## src/hw/mips_pkg.sv

```systemverilog
`default_nettype none

package mips_pkg;

    localparam int data_w     = 32;
    localparam int reg_addr_w = 5;
    localparam int num_regs   = 32;

    // Bit positions inside branch_conditions.
    localparam int cond_neg  = 0;
    localparam int cond_zero = 1;
    localparam int cond_pos  = 2;
    localparam int cond_eq   = 3;

    typedef enum logic [5:0] {
        special = 6'b000000, // R-type, see funct.
        beq     = 6'b000100,
        bne     = 6'b000101,
        blez    = 6'b000110,
        bgtz    = 6'b000111,
        addiu   = 6'b001001,
        slti    = 6'b001010,
        sltiu   = 6'b001011,
        andi    = 6'b001100,
        ori     = 6'b001101,
        xori    = 6'b001110,
        lb      = 6'b100000,
        lh      = 6'b100001,
        lw      = 6'b100011,
        lbu     = 6'b100100,
        lhu     = 6'b100101,
        sb      = 6'b101000,
        sh      = 6'b101001,
        sw      = 6'b101011
    } opcode_e;

    typedef enum logic [5:0] {
        addu  = 6'b100001,
        subu  = 6'b100011,
        and_f = 6'b100100,
        or_f  = 6'b100101,
        xor_f = 6'b100110,
        slt   = 6'b101010,
        sltu  = 6'b101011
    } funct_e;

    typedef enum logic [2:0] {br_none, br_eq, br_ne, br_lez, br_gtz} br_kind_e;

    typedef enum logic [1:0] {mem_none, mem_load, mem_store} mem_kind_e;

endpackage

`default_nettype wire

```

## src/hw/add_sub_logic.sv

```systemverilog
`timescale 1ns/100ps
`default_nettype none

module add_sub_logic (
    input  logic [5:0]                  opcode,
    input  logic [5:0]                  funct,
    input  logic [mips_pkg::data_w-1:0] op1,
    input  logic [mips_pkg::data_w-1:0] op2,
    output logic [mips_pkg::data_w-1:0] add_sub_out,
    output logic [3:0]                  branch_conditions
);

    logic [mips_pkg::data_w-1:0] add_res;
    logic [mips_pkg::data_w-1:0] sub_res;
    logic [mips_pkg::data_w-1:0] and_res;
    logic [mips_pkg::data_w-1:0] or_res;
    logic [mips_pkg::data_w-1:0] xor_res;
    logic                        lt_signed;
    logic                        lt_unsigned;

    assign add_res     = op1 + op2;
    assign sub_res     = op1 - op2;
    assign and_res     = op1 & op2;
    assign or_res      = op1 | op2;
    assign xor_res     = op1 ^ op2;
    assign lt_signed   = $signed(op1) < $signed(op2);
    assign lt_unsigned = op1 < op2;

    always_comb begin
        add_sub_out = '0; // Unlisted codes give zero.
        if (opcode == mips_pkg::special) begin
            case (funct)
                mips_pkg::addu:  add_sub_out = add_res;
                mips_pkg::subu:  add_sub_out = sub_res;
                mips_pkg::and_f: add_sub_out = and_res;
                mips_pkg::or_f:  add_sub_out = or_res;
                mips_pkg::xor_f: add_sub_out = xor_res;
                mips_pkg::slt:   add_sub_out[0] = lt_signed;
                mips_pkg::sltu:  add_sub_out[0] = lt_unsigned;
                default:         add_sub_out = '0;
            endcase
        end else begin
            case (opcode)
                // Loads and stores take the sum as their address.
                mips_pkg::addiu,
                mips_pkg::lb, mips_pkg::lh, mips_pkg::lw, mips_pkg::lbu, mips_pkg::lhu,
                mips_pkg::sb, mips_pkg::sh, mips_pkg::sw: add_sub_out = add_res;
                mips_pkg::andi:  add_sub_out = and_res;
                mips_pkg::ori:   add_sub_out = or_res;
                mips_pkg::xori:  add_sub_out = xor_res;
                mips_pkg::slti:  add_sub_out[0] = lt_signed;
                mips_pkg::sltiu: add_sub_out[0] = lt_unsigned;
                default:         add_sub_out = '0;
            endcase
        end
    end

    // Sign of op1 is one-hot in the low three bits.
    always_comb begin
        branch_conditions = '0;
        if ($signed(op1) < 0) begin
            branch_conditions[mips_pkg::cond_neg] = 1'b1;
        end else if (op1 == '0) begin
            branch_conditions[mips_pkg::cond_zero] = 1'b1;
        end else begin
            branch_conditions[mips_pkg::cond_pos] = 1'b1;
        end
        branch_conditions[mips_pkg::cond_eq] = (op1 == op2);
    end

endmodule

`default_nettype wire

```

## src/hw/decode_stage.sv

```systemverilog
`timescale 1ns/100ps
`default_nettype none

module decode_stage (
    input  logic                            clk,
    input  logic                            rst_n,
    input  logic                            instr_valid,
    input  logic [31:0]                     instr,
    input  logic [31:0]                     instr_pc,
    output logic                            ex_valid,
    output logic [5:0]                      ex_opcode,
    output logic [5:0]                      ex_funct,
    output logic [mips_pkg::reg_addr_w-1:0] ex_rs,
    output logic [mips_pkg::reg_addr_w-1:0] ex_rt,
    output logic [mips_pkg::data_w-1:0]     ex_imm,
    output logic                            ex_use_imm,
    output logic [mips_pkg::reg_addr_w-1:0] ex_dest,
    output logic                            ex_wr_en,
    output mips_pkg::br_kind_e              ex_br_kind,
    output mips_pkg::mem_kind_e             ex_mem_kind,
    output logic [31:0]                     ex_pc
);

    logic [5:0]                      opcode;
    logic [5:0]                      funct;
    logic [mips_pkg::reg_addr_w-1:0] rs;
    logic [mips_pkg::reg_addr_w-1:0] rt;
    logic [mips_pkg::reg_addr_w-1:0] rd;
    logic [15:0]                     imm16;
    logic [mips_pkg::data_w-1:0]     imm_ext;
    logic                            known;
    logic                            use_imm;
    logic                            zero_ext;
    logic                            wr_en;
    logic [mips_pkg::reg_addr_w-1:0] dest;
    mips_pkg::br_kind_e              br_kind;
    mips_pkg::mem_kind_e             mem_kind;

    assign opcode = instr[31:26];
    assign rs     = instr[25:21];
    assign rt     = instr[20:16];
    assign rd     = instr[15:11];
    assign funct  = instr[5:0];
    assign imm16  = instr[15:0];

    // Logic immediates are zero extended, the rest sign extended.
    assign imm_ext = zero_ext ? {16'd0, imm16} : {{16{imm16[15]}}, imm16};

    always_comb begin
        known    = 1'b1;
        use_imm  = 1'b1;
        zero_ext = 1'b0;
        wr_en    = 1'b0;
        dest     = '0;
        br_kind  = mips_pkg::br_none;
        mem_kind = mips_pkg::mem_none;
        case (opcode)
            mips_pkg::special: begin
                use_imm = 1'b0;
                wr_en   = 1'b1;
                dest    = rd;
                case (funct)
                    mips_pkg::addu, mips_pkg::subu, mips_pkg::and_f, mips_pkg::or_f,
                    mips_pkg::xor_f, mips_pkg::slt, mips_pkg::sltu: known = 1'b1;
                    default: known = 1'b0;
                endcase
            end
            mips_pkg::addiu, mips_pkg::slti, mips_pkg::sltiu: begin
                wr_en = 1'b1;
                dest  = rt;
            end
            mips_pkg::andi, mips_pkg::ori, mips_pkg::xori: begin
                wr_en    = 1'b1;
                dest     = rt;
                zero_ext = 1'b1;
            end
            mips_pkg::lb, mips_pkg::lh, mips_pkg::lw, mips_pkg::lbu, mips_pkg::lhu:
                mem_kind = mips_pkg::mem_load; // Address only, no write back.
            mips_pkg::sb, mips_pkg::sh, mips_pkg::sw:
                mem_kind = mips_pkg::mem_store;
            mips_pkg::beq: begin
                use_imm = 1'b0; // Compare rs against rt.
                br_kind = mips_pkg::br_eq;
            end
            mips_pkg::bne: begin
                use_imm = 1'b0;
                br_kind = mips_pkg::br_ne;
            end
            mips_pkg::blez: br_kind = mips_pkg::br_lez;
            mips_pkg::bgtz: br_kind = mips_pkg::br_gtz;
            default: known = 1'b0;
        endcase
    end

    always_ff @(posedge clk or negedge rst_n) begin
        if (!rst_n) begin
            ex_valid <= 1'b0;
        end else begin
            ex_valid <= instr_valid && known;
        end
    end

    // Fields only matter while ex_valid is high.
    always_ff @(posedge clk) begin
        if (instr_valid) begin
            ex_opcode   <= opcode;
            ex_funct    <= funct;
            ex_rs       <= rs;
            ex_rt       <= rt;
            ex_imm      <= imm_ext;
            ex_use_imm  <= use_imm;
            ex_dest     <= dest;
            ex_wr_en    <= wr_en;
            ex_br_kind  <= br_kind;
            ex_mem_kind <= mem_kind;
            ex_pc       <= instr_pc;
        end
    end

endmodule

`default_nettype wire

```

## src/hw/execute_stage.sv

```systemverilog
`timescale 1ns/100ps
`default_nettype none

module execute_stage (
    input  logic                            clk,
    input  logic                            rst_n,
    input  logic                            ex_valid,
    input  logic [5:0]                      ex_opcode,
    input  logic [5:0]                      ex_funct,
    input  logic [mips_pkg::reg_addr_w-1:0] ex_rs,
    input  logic [mips_pkg::reg_addr_w-1:0] ex_rt,
    input  logic [mips_pkg::data_w-1:0]     ex_imm,
    input  logic                            ex_use_imm,
    input  logic [mips_pkg::reg_addr_w-1:0] ex_dest,
    input  logic                            ex_wr_en,
    input  mips_pkg::br_kind_e              ex_br_kind,
    input  mips_pkg::mem_kind_e             ex_mem_kind,
    input  logic [31:0]                     ex_pc,
    input  logic [mips_pkg::data_w-1:0]     rf_data_a,
    input  logic [mips_pkg::data_w-1:0]     rf_data_b,
    output logic [mips_pkg::reg_addr_w-1:0] rf_addr_a,
    output logic [mips_pkg::reg_addr_w-1:0] rf_addr_b,
    output logic                            wb_valid,
    output logic [mips_pkg::reg_addr_w-1:0] wb_reg,
    output logic [mips_pkg::data_w-1:0]     wb_data,
    output logic                            mem_valid,
    output logic                            mem_write,
    output logic [31:0]                     mem_addr,
    output logic [mips_pkg::data_w-1:0]     mem_wdata,
    output logic                            br_valid,
    output logic                            br_taken,
    output logic [31:0]                     br_target
);

    logic [mips_pkg::data_w-1:0] rs_val;
    logic [mips_pkg::data_w-1:0] rt_val;
    logic [mips_pkg::data_w-1:0] op2;
    logic [mips_pkg::data_w-1:0] alu_out;
    logic [3:0]                  br_cond;
    logic                        taken;
    logic                        do_wb;
    logic                        do_mem;
    logic                        do_br;

    assign rf_addr_a = ex_rs;
    assign rf_addr_b = ex_rt;

    // Distance-1 bypass from our own output register.
    assign rs_val = (wb_valid && (wb_reg == ex_rs) && (wb_reg != '0)) ? wb_data : rf_data_a;
    assign rt_val = (wb_valid && (wb_reg == ex_rt) && (wb_reg != '0)) ? wb_data : rf_data_b;
    assign op2    = ex_use_imm ? ex_imm : rt_val;

    add_sub_logic u_alu (
        .opcode            (ex_opcode),
        .funct             (ex_funct),
        .op1               (rs_val),
        .op2               (op2),
        .add_sub_out       (alu_out),
        .branch_conditions (br_cond)
    );

    always_comb begin
        case (ex_br_kind)
            mips_pkg::br_eq:  taken = br_cond[mips_pkg::cond_eq];
            mips_pkg::br_ne:  taken = !br_cond[mips_pkg::cond_eq];
            mips_pkg::br_lez: taken = br_cond[mips_pkg::cond_neg] | br_cond[mips_pkg::cond_zero];
            mips_pkg::br_gtz: taken = br_cond[mips_pkg::cond_pos];
            default:          taken = 1'b0;
        endcase
    end

    assign do_wb  = ex_valid && ex_wr_en;
    assign do_mem = ex_valid && (ex_mem_kind != mips_pkg::mem_none);
    assign do_br  = ex_valid && (ex_br_kind != mips_pkg::br_none);

    always_ff @(posedge clk or negedge rst_n) begin
        if (!rst_n) begin
            wb_valid  <= 1'b0;
            mem_valid <= 1'b0;
            br_valid  <= 1'b0;
        end else begin
            wb_valid  <= do_wb;
            mem_valid <= do_mem;
            br_valid  <= do_br;
        end
    end

    always_ff @(posedge clk) begin
        if (do_wb) begin
            wb_reg  <= ex_dest;
            wb_data <= alu_out;
        end
        if (do_mem) begin
            mem_write <= (ex_mem_kind == mips_pkg::mem_store);
            mem_addr  <= alu_out;
            mem_wdata <= rt_val;
        end
        if (do_br) begin
            br_taken  <= taken;
            br_target <= ex_pc + 32'd4 + {ex_imm[29:0], 2'b00}; // Word offset.
        end
    end

endmodule

`default_nettype wire

```

## src/hw/int_pipe_top.sv

```systemverilog
`timescale 1ns/100ps
`default_nettype none

module int_pipe_top (
    input  logic        clk,
    input  logic        rst_n,
    input  logic        instr_valid,
    input  logic [31:0] instr,
    input  logic [31:0] instr_pc,
    output logic        wb_valid,
    output logic [4:0]  wb_reg,
    output logic [31:0] wb_data,
    output logic        mem_valid,
    output logic        mem_write,
    output logic [31:0] mem_addr,
    output logic [31:0] mem_wdata,
    output logic        br_valid,
    output logic        br_taken,
    output logic [31:0] br_target
);

    logic                ex_valid;
    logic [5:0]          ex_opcode;
    logic [5:0]          ex_funct;
    logic [4:0]          ex_rs;
    logic [4:0]          ex_rt;
    logic [31:0]         ex_imm;
    logic                ex_use_imm;
    logic [4:0]          ex_dest;
    logic                ex_wr_en;
    mips_pkg::br_kind_e  ex_br_kind;
    mips_pkg::mem_kind_e ex_mem_kind;
    logic [31:0]         ex_pc;
    logic [4:0]          rf_addr_a;
    logic [4:0]          rf_addr_b;
    logic [31:0]         rf_data_a;
    logic [31:0]         rf_data_b;

    decode_stage u_decode (
        .clk         (clk),
        .rst_n       (rst_n),
        .instr_valid (instr_valid),
        .instr       (instr),
        .instr_pc    (instr_pc),
        .ex_valid    (ex_valid),
        .ex_opcode   (ex_opcode),
        .ex_funct    (ex_funct),
        .ex_rs       (ex_rs),
        .ex_rt       (ex_rt),
        .ex_imm      (ex_imm),
        .ex_use_imm  (ex_use_imm),
        .ex_dest     (ex_dest),
        .ex_wr_en    (ex_wr_en),
        .ex_br_kind  (ex_br_kind),
        .ex_mem_kind (ex_mem_kind),
        .ex_pc       (ex_pc)
    );

    execute_stage u_execute (
        .clk         (clk),
        .rst_n       (rst_n),
        .ex_valid    (ex_valid),
        .ex_opcode   (ex_opcode),
        .ex_funct    (ex_funct),
        .ex_rs       (ex_rs),
        .ex_rt       (ex_rt),
        .ex_imm      (ex_imm),
        .ex_use_imm  (ex_use_imm),
        .ex_dest     (ex_dest),
        .ex_wr_en    (ex_wr_en),
        .ex_br_kind  (ex_br_kind),
        .ex_mem_kind (ex_mem_kind),
        .ex_pc       (ex_pc),
        .rf_data_a   (rf_data_a),
        .rf_data_b   (rf_data_b),
        .rf_addr_a   (rf_addr_a),
        .rf_addr_b   (rf_addr_b),
        .wb_valid    (wb_valid),
        .wb_reg      (wb_reg),
        .wb_data     (wb_data),
        .mem_valid   (mem_valid),
        .mem_write   (mem_write),
        .mem_addr    (mem_addr),
        .mem_wdata   (mem_wdata),
        .br_valid    (br_valid),
        .br_taken    (br_taken),
        .br_target   (br_target)
    );

    // Write port is fed straight from the execute output register.
    reg_file u_regs (
        .clk       (clk),
        .rst_n     (rst_n),
        .wr_en     (wb_valid),
        .wr_addr   (wb_reg),
        .wr_data   (wb_data),
        .rd_addr_a (rf_addr_a),
        .rd_addr_b (rf_addr_b),
        .rd_data_a (rf_data_a),
        .rd_data_b (rf_data_b)
    );

endmodule

`default_nettype wire

```

## src/hw/reg_file.sv

```systemverilog
`timescale 1ns/100ps
`default_nettype none

module reg_file (
    input  logic                            clk,
    input  logic                            rst_n,
    input  logic                            wr_en,
    input  logic [mips_pkg::reg_addr_w-1:0] wr_addr,
    input  logic [mips_pkg::data_w-1:0]     wr_data,
    input  logic [mips_pkg::reg_addr_w-1:0] rd_addr_a,
    input  logic [mips_pkg::reg_addr_w-1:0] rd_addr_b,
    output logic [mips_pkg::data_w-1:0]     rd_data_a,
    output logic [mips_pkg::data_w-1:0]     rd_data_b
);

    logic [mips_pkg::data_w-1:0] regs [mips_pkg::num_regs];

    // Register 0 is cleared by reset and never written after.
    always_ff @(posedge clk or negedge rst_n) begin
        if (!rst_n) begin
            for (int i = 0; i < mips_pkg::num_regs; i++) begin
                regs[i] <= '0;
            end
        end else if (wr_en && (wr_addr != '0)) begin
            regs[wr_addr] <= wr_data;
        end
    end

    // Asynchronous read ports.
    assign rd_data_a = regs[rd_addr_a];
    assign rd_data_b = regs[rd_addr_b];

endmodule

`default_nettype wire

```

## config.mk

```make
export PLATFORM = sky130hd
export DESIGN_NAME = int_pipe_top
export DESIGN_NICKNAME = d
export VERILOG_FILES = /design/src/hw/mips_pkg.sv /design/src/hw/add_sub_logic.sv /design/src/hw/decode_stage.sv /design/src/hw/execute_stage.sv /design/src/hw/int_pipe_top.sv /design/src/hw/reg_file.sv
export SDC_FILE = /design/constraint.sdc
export NUM_CORES = 2
export LEC_CHECK = 0
export ABC_AREA = 1
export BUFFER_PORTS_ARGS = -buffer_cell sky130_fd_sc_hd__buf_2
export CAP_MARGIN = 20
export CORE_MARGIN = 3
export CORE_UTILIZATION = 31
export CTS_CLUSTER_DIAMETER = 120
export CTS_CLUSTER_SIZE = 25
export DETAILED_ROUTE_END_ITERATION = 10
export GPL_ROUTABILITY_DRIVEN = 0
export PLACE_DENSITY_LB_ADDON = 0.12
export SYNTH_ARGS = -nofsm -noshare
export SYNTH_HDL_FRONTEND = slang
export SYNTH_SLANG_ARGS = --single-unit
```

## constraint.sdc

```tcl
create_clock -name clk -period 6.09 [get_ports clk]
set_input_delay 0.9135 -clock clk [delete_from_list [all_inputs] [get_ports clk]]
set_output_delay 0.9135 -clock clk [all_outputs]
set_load 0.02 [all_outputs]
```

Word level (Yosys, flattened, before mapping) --
Cells that the tools add are included.
Word-level totals: output and inout bits 138, word-level logic and storage cells 183, input bits 67, register bits 1246
Cells by class: bitwise operators 7, add/sub/neg operators 4, muxes and demuxes 30, eq/ne operators 54, reduce and logical (&&, ||, !) cells 26, order comparisons 7
Operators by type and width (number):
- $bwmux 1024 | 1
- $bmux 32 s5 | 2
- $mux 32 | 9
- $eq 6x6->1 const B | 30
- $demux 32 s5 | 1
- $pmux 31 s5 | 1
- $pmux 31 s4 | 1
- $eq 6x4->1 const B | 12
- $add 32x32->32 | 2
- $lt 32x32->1 | 2
- $add 32x3->32 const B | 1
- $and 32x32->32 | 1
- $eq 32x32->1 | 1
- $logic_not 32->1 | 1
- $lt 32x1->1 const B | 1
- $or 32x32->32 | 1
- $sub 32x32->32 | 1
- $xor 32x32->32 | 1
- $eq 6x3->1 const B | 4
- $ge 6x6->1 const B | 3
- $not 5->6 | 3
- $reduce_or 18->1 | 1
- $reduce_or 7->1 | 2
- $logic_not 6->1 | 2
- other kinds (25) | 44

Depth between registers and ports, before layout --
depth in word-level cells 10, gate-level depth with buffers 32, gate-level depth less buffers 29

Cells and area by module --
From an unflattened synthesis, not the netlist that was laid out.
Second synthesis, totals: cells, all modules 10987, area, all modules 75374.8 um2
Modules (own cells, without submodules):
- reg_file | times used 1, cells an instance 8270, area an instance 56045.0 um2
- execute_stage | times used 1, cells an instance 983, area an instance 8415.6 um2
- add_sub_logic | times used 1, cells an instance 1574, area an instance 8130.3 um2
- decode_stage | times used 1, cells an instance 160, area an instance 2783.9 um2

Worst setup path before layout --
Ideal clock, no wire load.
kind flip-flop to flip-flop, start register u_execute.wb_reg[2] (netlist bit), end register u_execute.mem_addr[24], data pin, stages on the path, launching flop included 26, library setup time 257 ps, slack 1847 ps, arrival 3987 ps, cells stage by stage edfxtp_1 buf_4 inv_4 nand3_2 o21ai_1 inv_2 nand3_1 clkbuf_1 nand3_1 o21ai_1 nand2_1 o21ai_1 inv_1 ha_1 fa_1 nand3_1 nand2_1 a21oi_1 inv_1 a21oi_1 o21ai_0 or2_2 nand3_1 o2111ai_1 inv_1 nand2_1
Between the ends: cells in the longest elaborated chain, start to end 8, elaborated cells on any way between the ends 18
RTL lines:
- start: declaration | line execute_stage.sv:24 | output logic [mips_pkg::reg_addr_w-1:0] wb_reg,
- start signal: assignment | line execute_stage.sv:90 | wb_reg <= ex_dest;
- $eq 5x5->1 | line execute_stage.sv:50 | assign rt_val = (wb_valid && (wb_reg == ex_rt) && (wb_reg != '0)) ? wb_data : rf_data_b;
- $logic_and 1x1->1 (2 in series) | line execute_stage.sv:50
- $mux 32 | line execute_stage.sv:50
- $mux 32 | line execute_stage.sv:51 | assign op2 = ex_use_imm ? ex_imm : rt_val;
- $sub 32x32->32 (tied with other cells) | line add_sub_logic.sv:22 | assign sub_res = op1 - op2;
- $pmux 31 s5 or $pmux 31 s4 (tied branches) | line add_sub_logic.sv:32, add_sub_logic.sv:43
- $mux 32 * | line add_sub_logic.sv:31 | if (opcode == mips_pkg::special) begin
- named net u_execute.alu_out, one bit | line execute_stage.sv:38 | logic [mips_pkg::data_w-1:0] alu_out;
- end signal: assignment | line execute_stage.sv:95 | mem_addr <= alu_out;
- end: declaration | line execute_stage.sv:28 | output logic [31:0] mem_addr,
Mark *: on every way through the listed nets, which the timed path passes. The rest lies on a longest branch. A chain may end at the register's enable or synchronous reset.

Final worst setup path --
start register u_decode.ex_rt[0] (netlist bit), end register u_execute.wb_data[24] (netlist bit), data pin
Between the ends: cells in the longest elaborated chain, start to end 9, elaborated cells on any way between the ends 17
RTL lines:
- start: declaration | line decode_stage.sv:14 | output logic [mips_pkg::reg_addr_w-1:0] ex_rt,
- start signal: assignment | line decode_stage.sv:109 | ex_rt <= rt;
- $not 5->6 (not written as such) | line reg_file.sv:31 | assign rd_data_b = regs[rd_addr_b];
- $bmux 32 s5 | line reg_file.sv:31
- $mux 32 (not written as such) (2 in series) | line reg_file.sv:31
- $mux 32 * | line execute_stage.sv:50
- named net u_execute.rt_val, one bit | line execute_stage.sv:36 | logic [mips_pkg::data_w-1:0] rt_val;
- $mux 32 * | line execute_stage.sv:51
- $sub 32x32->32 or $add 32x32->32 (tied branches) | line add_sub_logic.sv:22, add_sub_logic.sv:21
- $pmux 31 s5 or $pmux 31 s4 (tied branches) | line add_sub_logic.sv:32, add_sub_logic.sv:43
- $mux 32 * | line add_sub_logic.sv:31
- named net u_execute.alu_out, one bit | line execute_stage.sv:38
- end signal: assignment | line execute_stage.sv:91 | wb_data <= alu_out;
- end: declaration | line execute_stage.sv:25 | output logic [mips_pkg::data_w-1:0] wb_data,
Mark *: on every way through the listed nets, which the timed path passes. The rest lies on a longest branch. The select of a mux whose other input is x is not followed.

==> results.sh <==
export IMPL_wl_mm=337.3
export IMPL_setup_viol=0
export IMPL_yosys_register_bits=1240
export IMPL_drv_cap=0
export IMPL_port_buffers=204
export IMPL_tns_ns=0
export IMPL_final_common_cell="nand2_1"
export IMPL_htreeDepth=2
export IMPL_reg2reg_from="u_decode.ex_rt[0]"
export IMPL_synth_area_top_cells="dfrtp_1 (35%), nand2_1 (13%), o21ai_0 (9.6%)"
export IMPL_grt_pass1_wl_mm=486.8
export IMPL_io_pins=205
export IMPL_synth_cell_types=59
export IMPL_synth_nets=10110
export IMPL_finalClockSkew_ns=0.06520
export IMPL_clk_latency_ns=0.79
export IMPL_remaining_drc_errors=0
export IMPL_rows=177
export IMPL_critPathArrivalTime_ns=6.32
export IMPL_grt_usage_pct=27.02
export IMPL_final_period_utilization_pct=95.04
export IMPL_status="finished clean"
export IMPL_cts_tree="built"
export IMPL_worstMarginPinSlew_ns=1.182
export IMPL_nets=9811
export IMPL_grt_max_degree=159
export IMPL_wl_per_cell_microns=26.45
export IMPL_largest_register_ffs=1024
export IMPL_antenna_found_initial=32
export IMPL_drive_gt1_share_pct=6.700
export IMPL_top_register="u_regs.regs"
export IMPL_whs_ns=0.08313
export IMPL_worst_setup_path_type="reg -> reg"
export IMPL_r2r_slack_ns=0.30
export IMPL_dpl_hpwl_mm=202.2
export IMPL_startpoint_type="flop"
export IMPL_avgSynthCellArea_sq_um=7.375
export IMPL_path_clk_slew_ns=0.11
export IMPL_cts_buffers=58
export IMPL_grt_pass1_vias=66580
export IMPL_yosysTopAreaCell="dfrtp_1"
export IMPL_reg2reg_to="u_execute.wb_data[24]"
export IMPL_cp_max_fo=47
export IMPL_ir_drop_v=0.0002396
export IMPL_power_leakage_nw=33.72
export IMPL_grt_overflow_total=0
export IMPL_layout_min_cycle_time_ns=5.788
export IMPL_hold_viol=0
export IMPL_ant_nets=0
export IMPL_hp_class="in -> async"
export IMPL_final_cell_mix="nand2_1 (2,456), o21ai_0 (1,403), nand3_1 (1,342), dfrtp_1 (1,028), inv_1 (726)"
export IMPL_r2r_cells=23
export IMPL_rsz0062_at_grt="no"
export IMPL_drv_slew=0
export IMPL_core_area_sq_um=233200
export IMPL_hold_buffers=0
export IMPL_drtIter0Drc=9100
export IMPL_yosysSeqAreaShare_pct=44.01
export IMPL_critPathRequiredTime_ns=6.62
export IMPL_viasPerCell=5.568
export IMPL_endpoint_kind="flop"
export IMPL_drt_pass1_iterations=8
export IMPL_synth_top_area_share_pct=35.28
export IMPL_cts_path_max_buffers=3
export IMPL_syn_area_sq_um=72910
export IMPL_vias=71000
export IMPL_fp_dieW_microns=491.0
export IMPL_p_per_area_nw_per_um2=257.1
export IMPL_clock_root_buffer="clkbuf_16"
export IMPL_max_freq_mhz=172.8
export IMPL_slew_headroom_pct=21.21
export IMPL_cts_sinks=1240
export IMPL_die_h_microns=491.0
export IMPL_die_area_sq_um=241100
export IMPL_syn2layout_area_growth_pct=8.055
export IMPL_initial_core_util_pct=31.27
export IMPL_yosysWarnings=0
export IMPL_synthCells=9886
## cells by family after synthesis
family / synth area share (%)
AND/OR/NAND/NOR: 25.53
XOR/XNOR: 0.5886
flip-flops: 44.01
AO/OA/AOI/OAI: 17.83
adder cells (fa/ha/maj): 2.708
buffers and inverters: 9.333
## final cells by class
type | instances | area [sq um]
fillers | 24780 | 154400
multi-input cells | 7067 | 34250
flip-flops and latches | 1240 | 32090
well taps | 3132 | 3919
repair buffers | 466 | 3875
inverters | 755 | 2905
clock buffers | 77 | 1628
clock inverters | 7 | 97.59
diodes | 7 | 17.52
## through the flow
stage	power (mW)	cell area, sq um	cells	util [%]	setup slack [ns]
2_1_floorplan	13.19	72910	9886	-	1.847
3_3_place_gp	15.30	76970	12660	33.01	0.2595
3_5_place_dp	15.31	77030	12660	33.03	0.2287
4_1_cts	20.33	78760	12740	33.77	0.1776
5_1_grt	21.30	78770	12750	33.78	0.07134
6_report	20.26	78790	12750	33.78	0.3019
## power breakdown
group          total, mW  switching [mW]  internal (mW)  leakage (nW)
clock network       4.96            3.06           1.91         0.841
logic               5.60            3.97           1.62          16.9
registers           9.69           0.498           9.20          15.9
## cell usage after synthesis (all sizes together)
master and count:
dfrtp 1028, o221ai 7, a221oi 37, nor2 506
clkbuf 451, clkinv 3, a31oi 5, o2111ai 17
nand4 20, o22ai 69, o31ai 1, nor4 10
o21ai 1469, o21a 6, fa 3, a21oi 677
a2111oi 1, buf 373, nand3b 2, o211a 3
nand3 1346, a22oi 19, o211ai 99, o311ai 1
xor2 40, xnor2 9, o21bai 4, a211oi 16
inv 752, or2 12, a21o 6, a311oi 1
edfxtp 212, o32ai 1, nand2 2476, ha 153
nor3 47, a211o 1, a21boi 3
## how the worst max path moves through the flow
| stage | startpoint | endpoint | slack, ns | cells after the start |
|---|---|---|---|---|
| floorplan | u_execute.wb_reg[2] | u_execute.mem_addr[24] | 1.85 | 25 |
| global placement | u_decode.ex_rt[0] | u_execute.mem_addr[24] | 0.26 | 22 |
| detailed placement | u_decode.ex_rt[0] | u_execute.wb_data[24] | 0.23 | 22 |
| CTS | u_decode.ex_rt[0] | u_execute.mem_addr[24] | 0.18 | 22 |
| global route | u_decode.ex_rt[0] | u_execute.mem_addr[24] | 0.07 | 23 |
| finish | u_decode.ex_rt[0] | u_execute.wb_data[24] | 0.30 | 23 |
## timing repair
item / 4_1_cts / 5_1_grt
endpoints found under the setup margin: 0 / 16
endpoints found under the hold margin: 0 / 0
resized for setup: 0 / 1
buffers inserted: 0 / 1
## per-layer routing
metal,routed length (microns),track usage [%],vias up
met4,11820,8.556,16
met1,147900,38.39,34770
met5,92,0,-
met3,30240,4.996,518
li1,-,-,32270
met2,147200,41.40,3431
## critical path, stage by stage, from the launching register on
cell and delay, ns:
edfxtp_1 0.66, buf_4 0.26, buf_12 0.26, buf_4 0.26
o21ai_0 0.10, o21ai_0 0.28, nor2_1 0.08, o22ai_1 0.17
o21ai_0 0.12, o22ai_1 0.36, buf_4 0.25, o21ai_2 0.11
ha_1 0.49, a21oi_1 0.36, o21ai_0 0.19, a21oi_1 0.35
inv_1 0.08, a21oi_1 0.32, o21ai_0 0.17, or2_2 0.31
nand3_1 0.08, o2111ai_1 0.11, inv_1 0.07, nand2_1 0.07
Note: power is estimated with default switching activity, not from simulation.
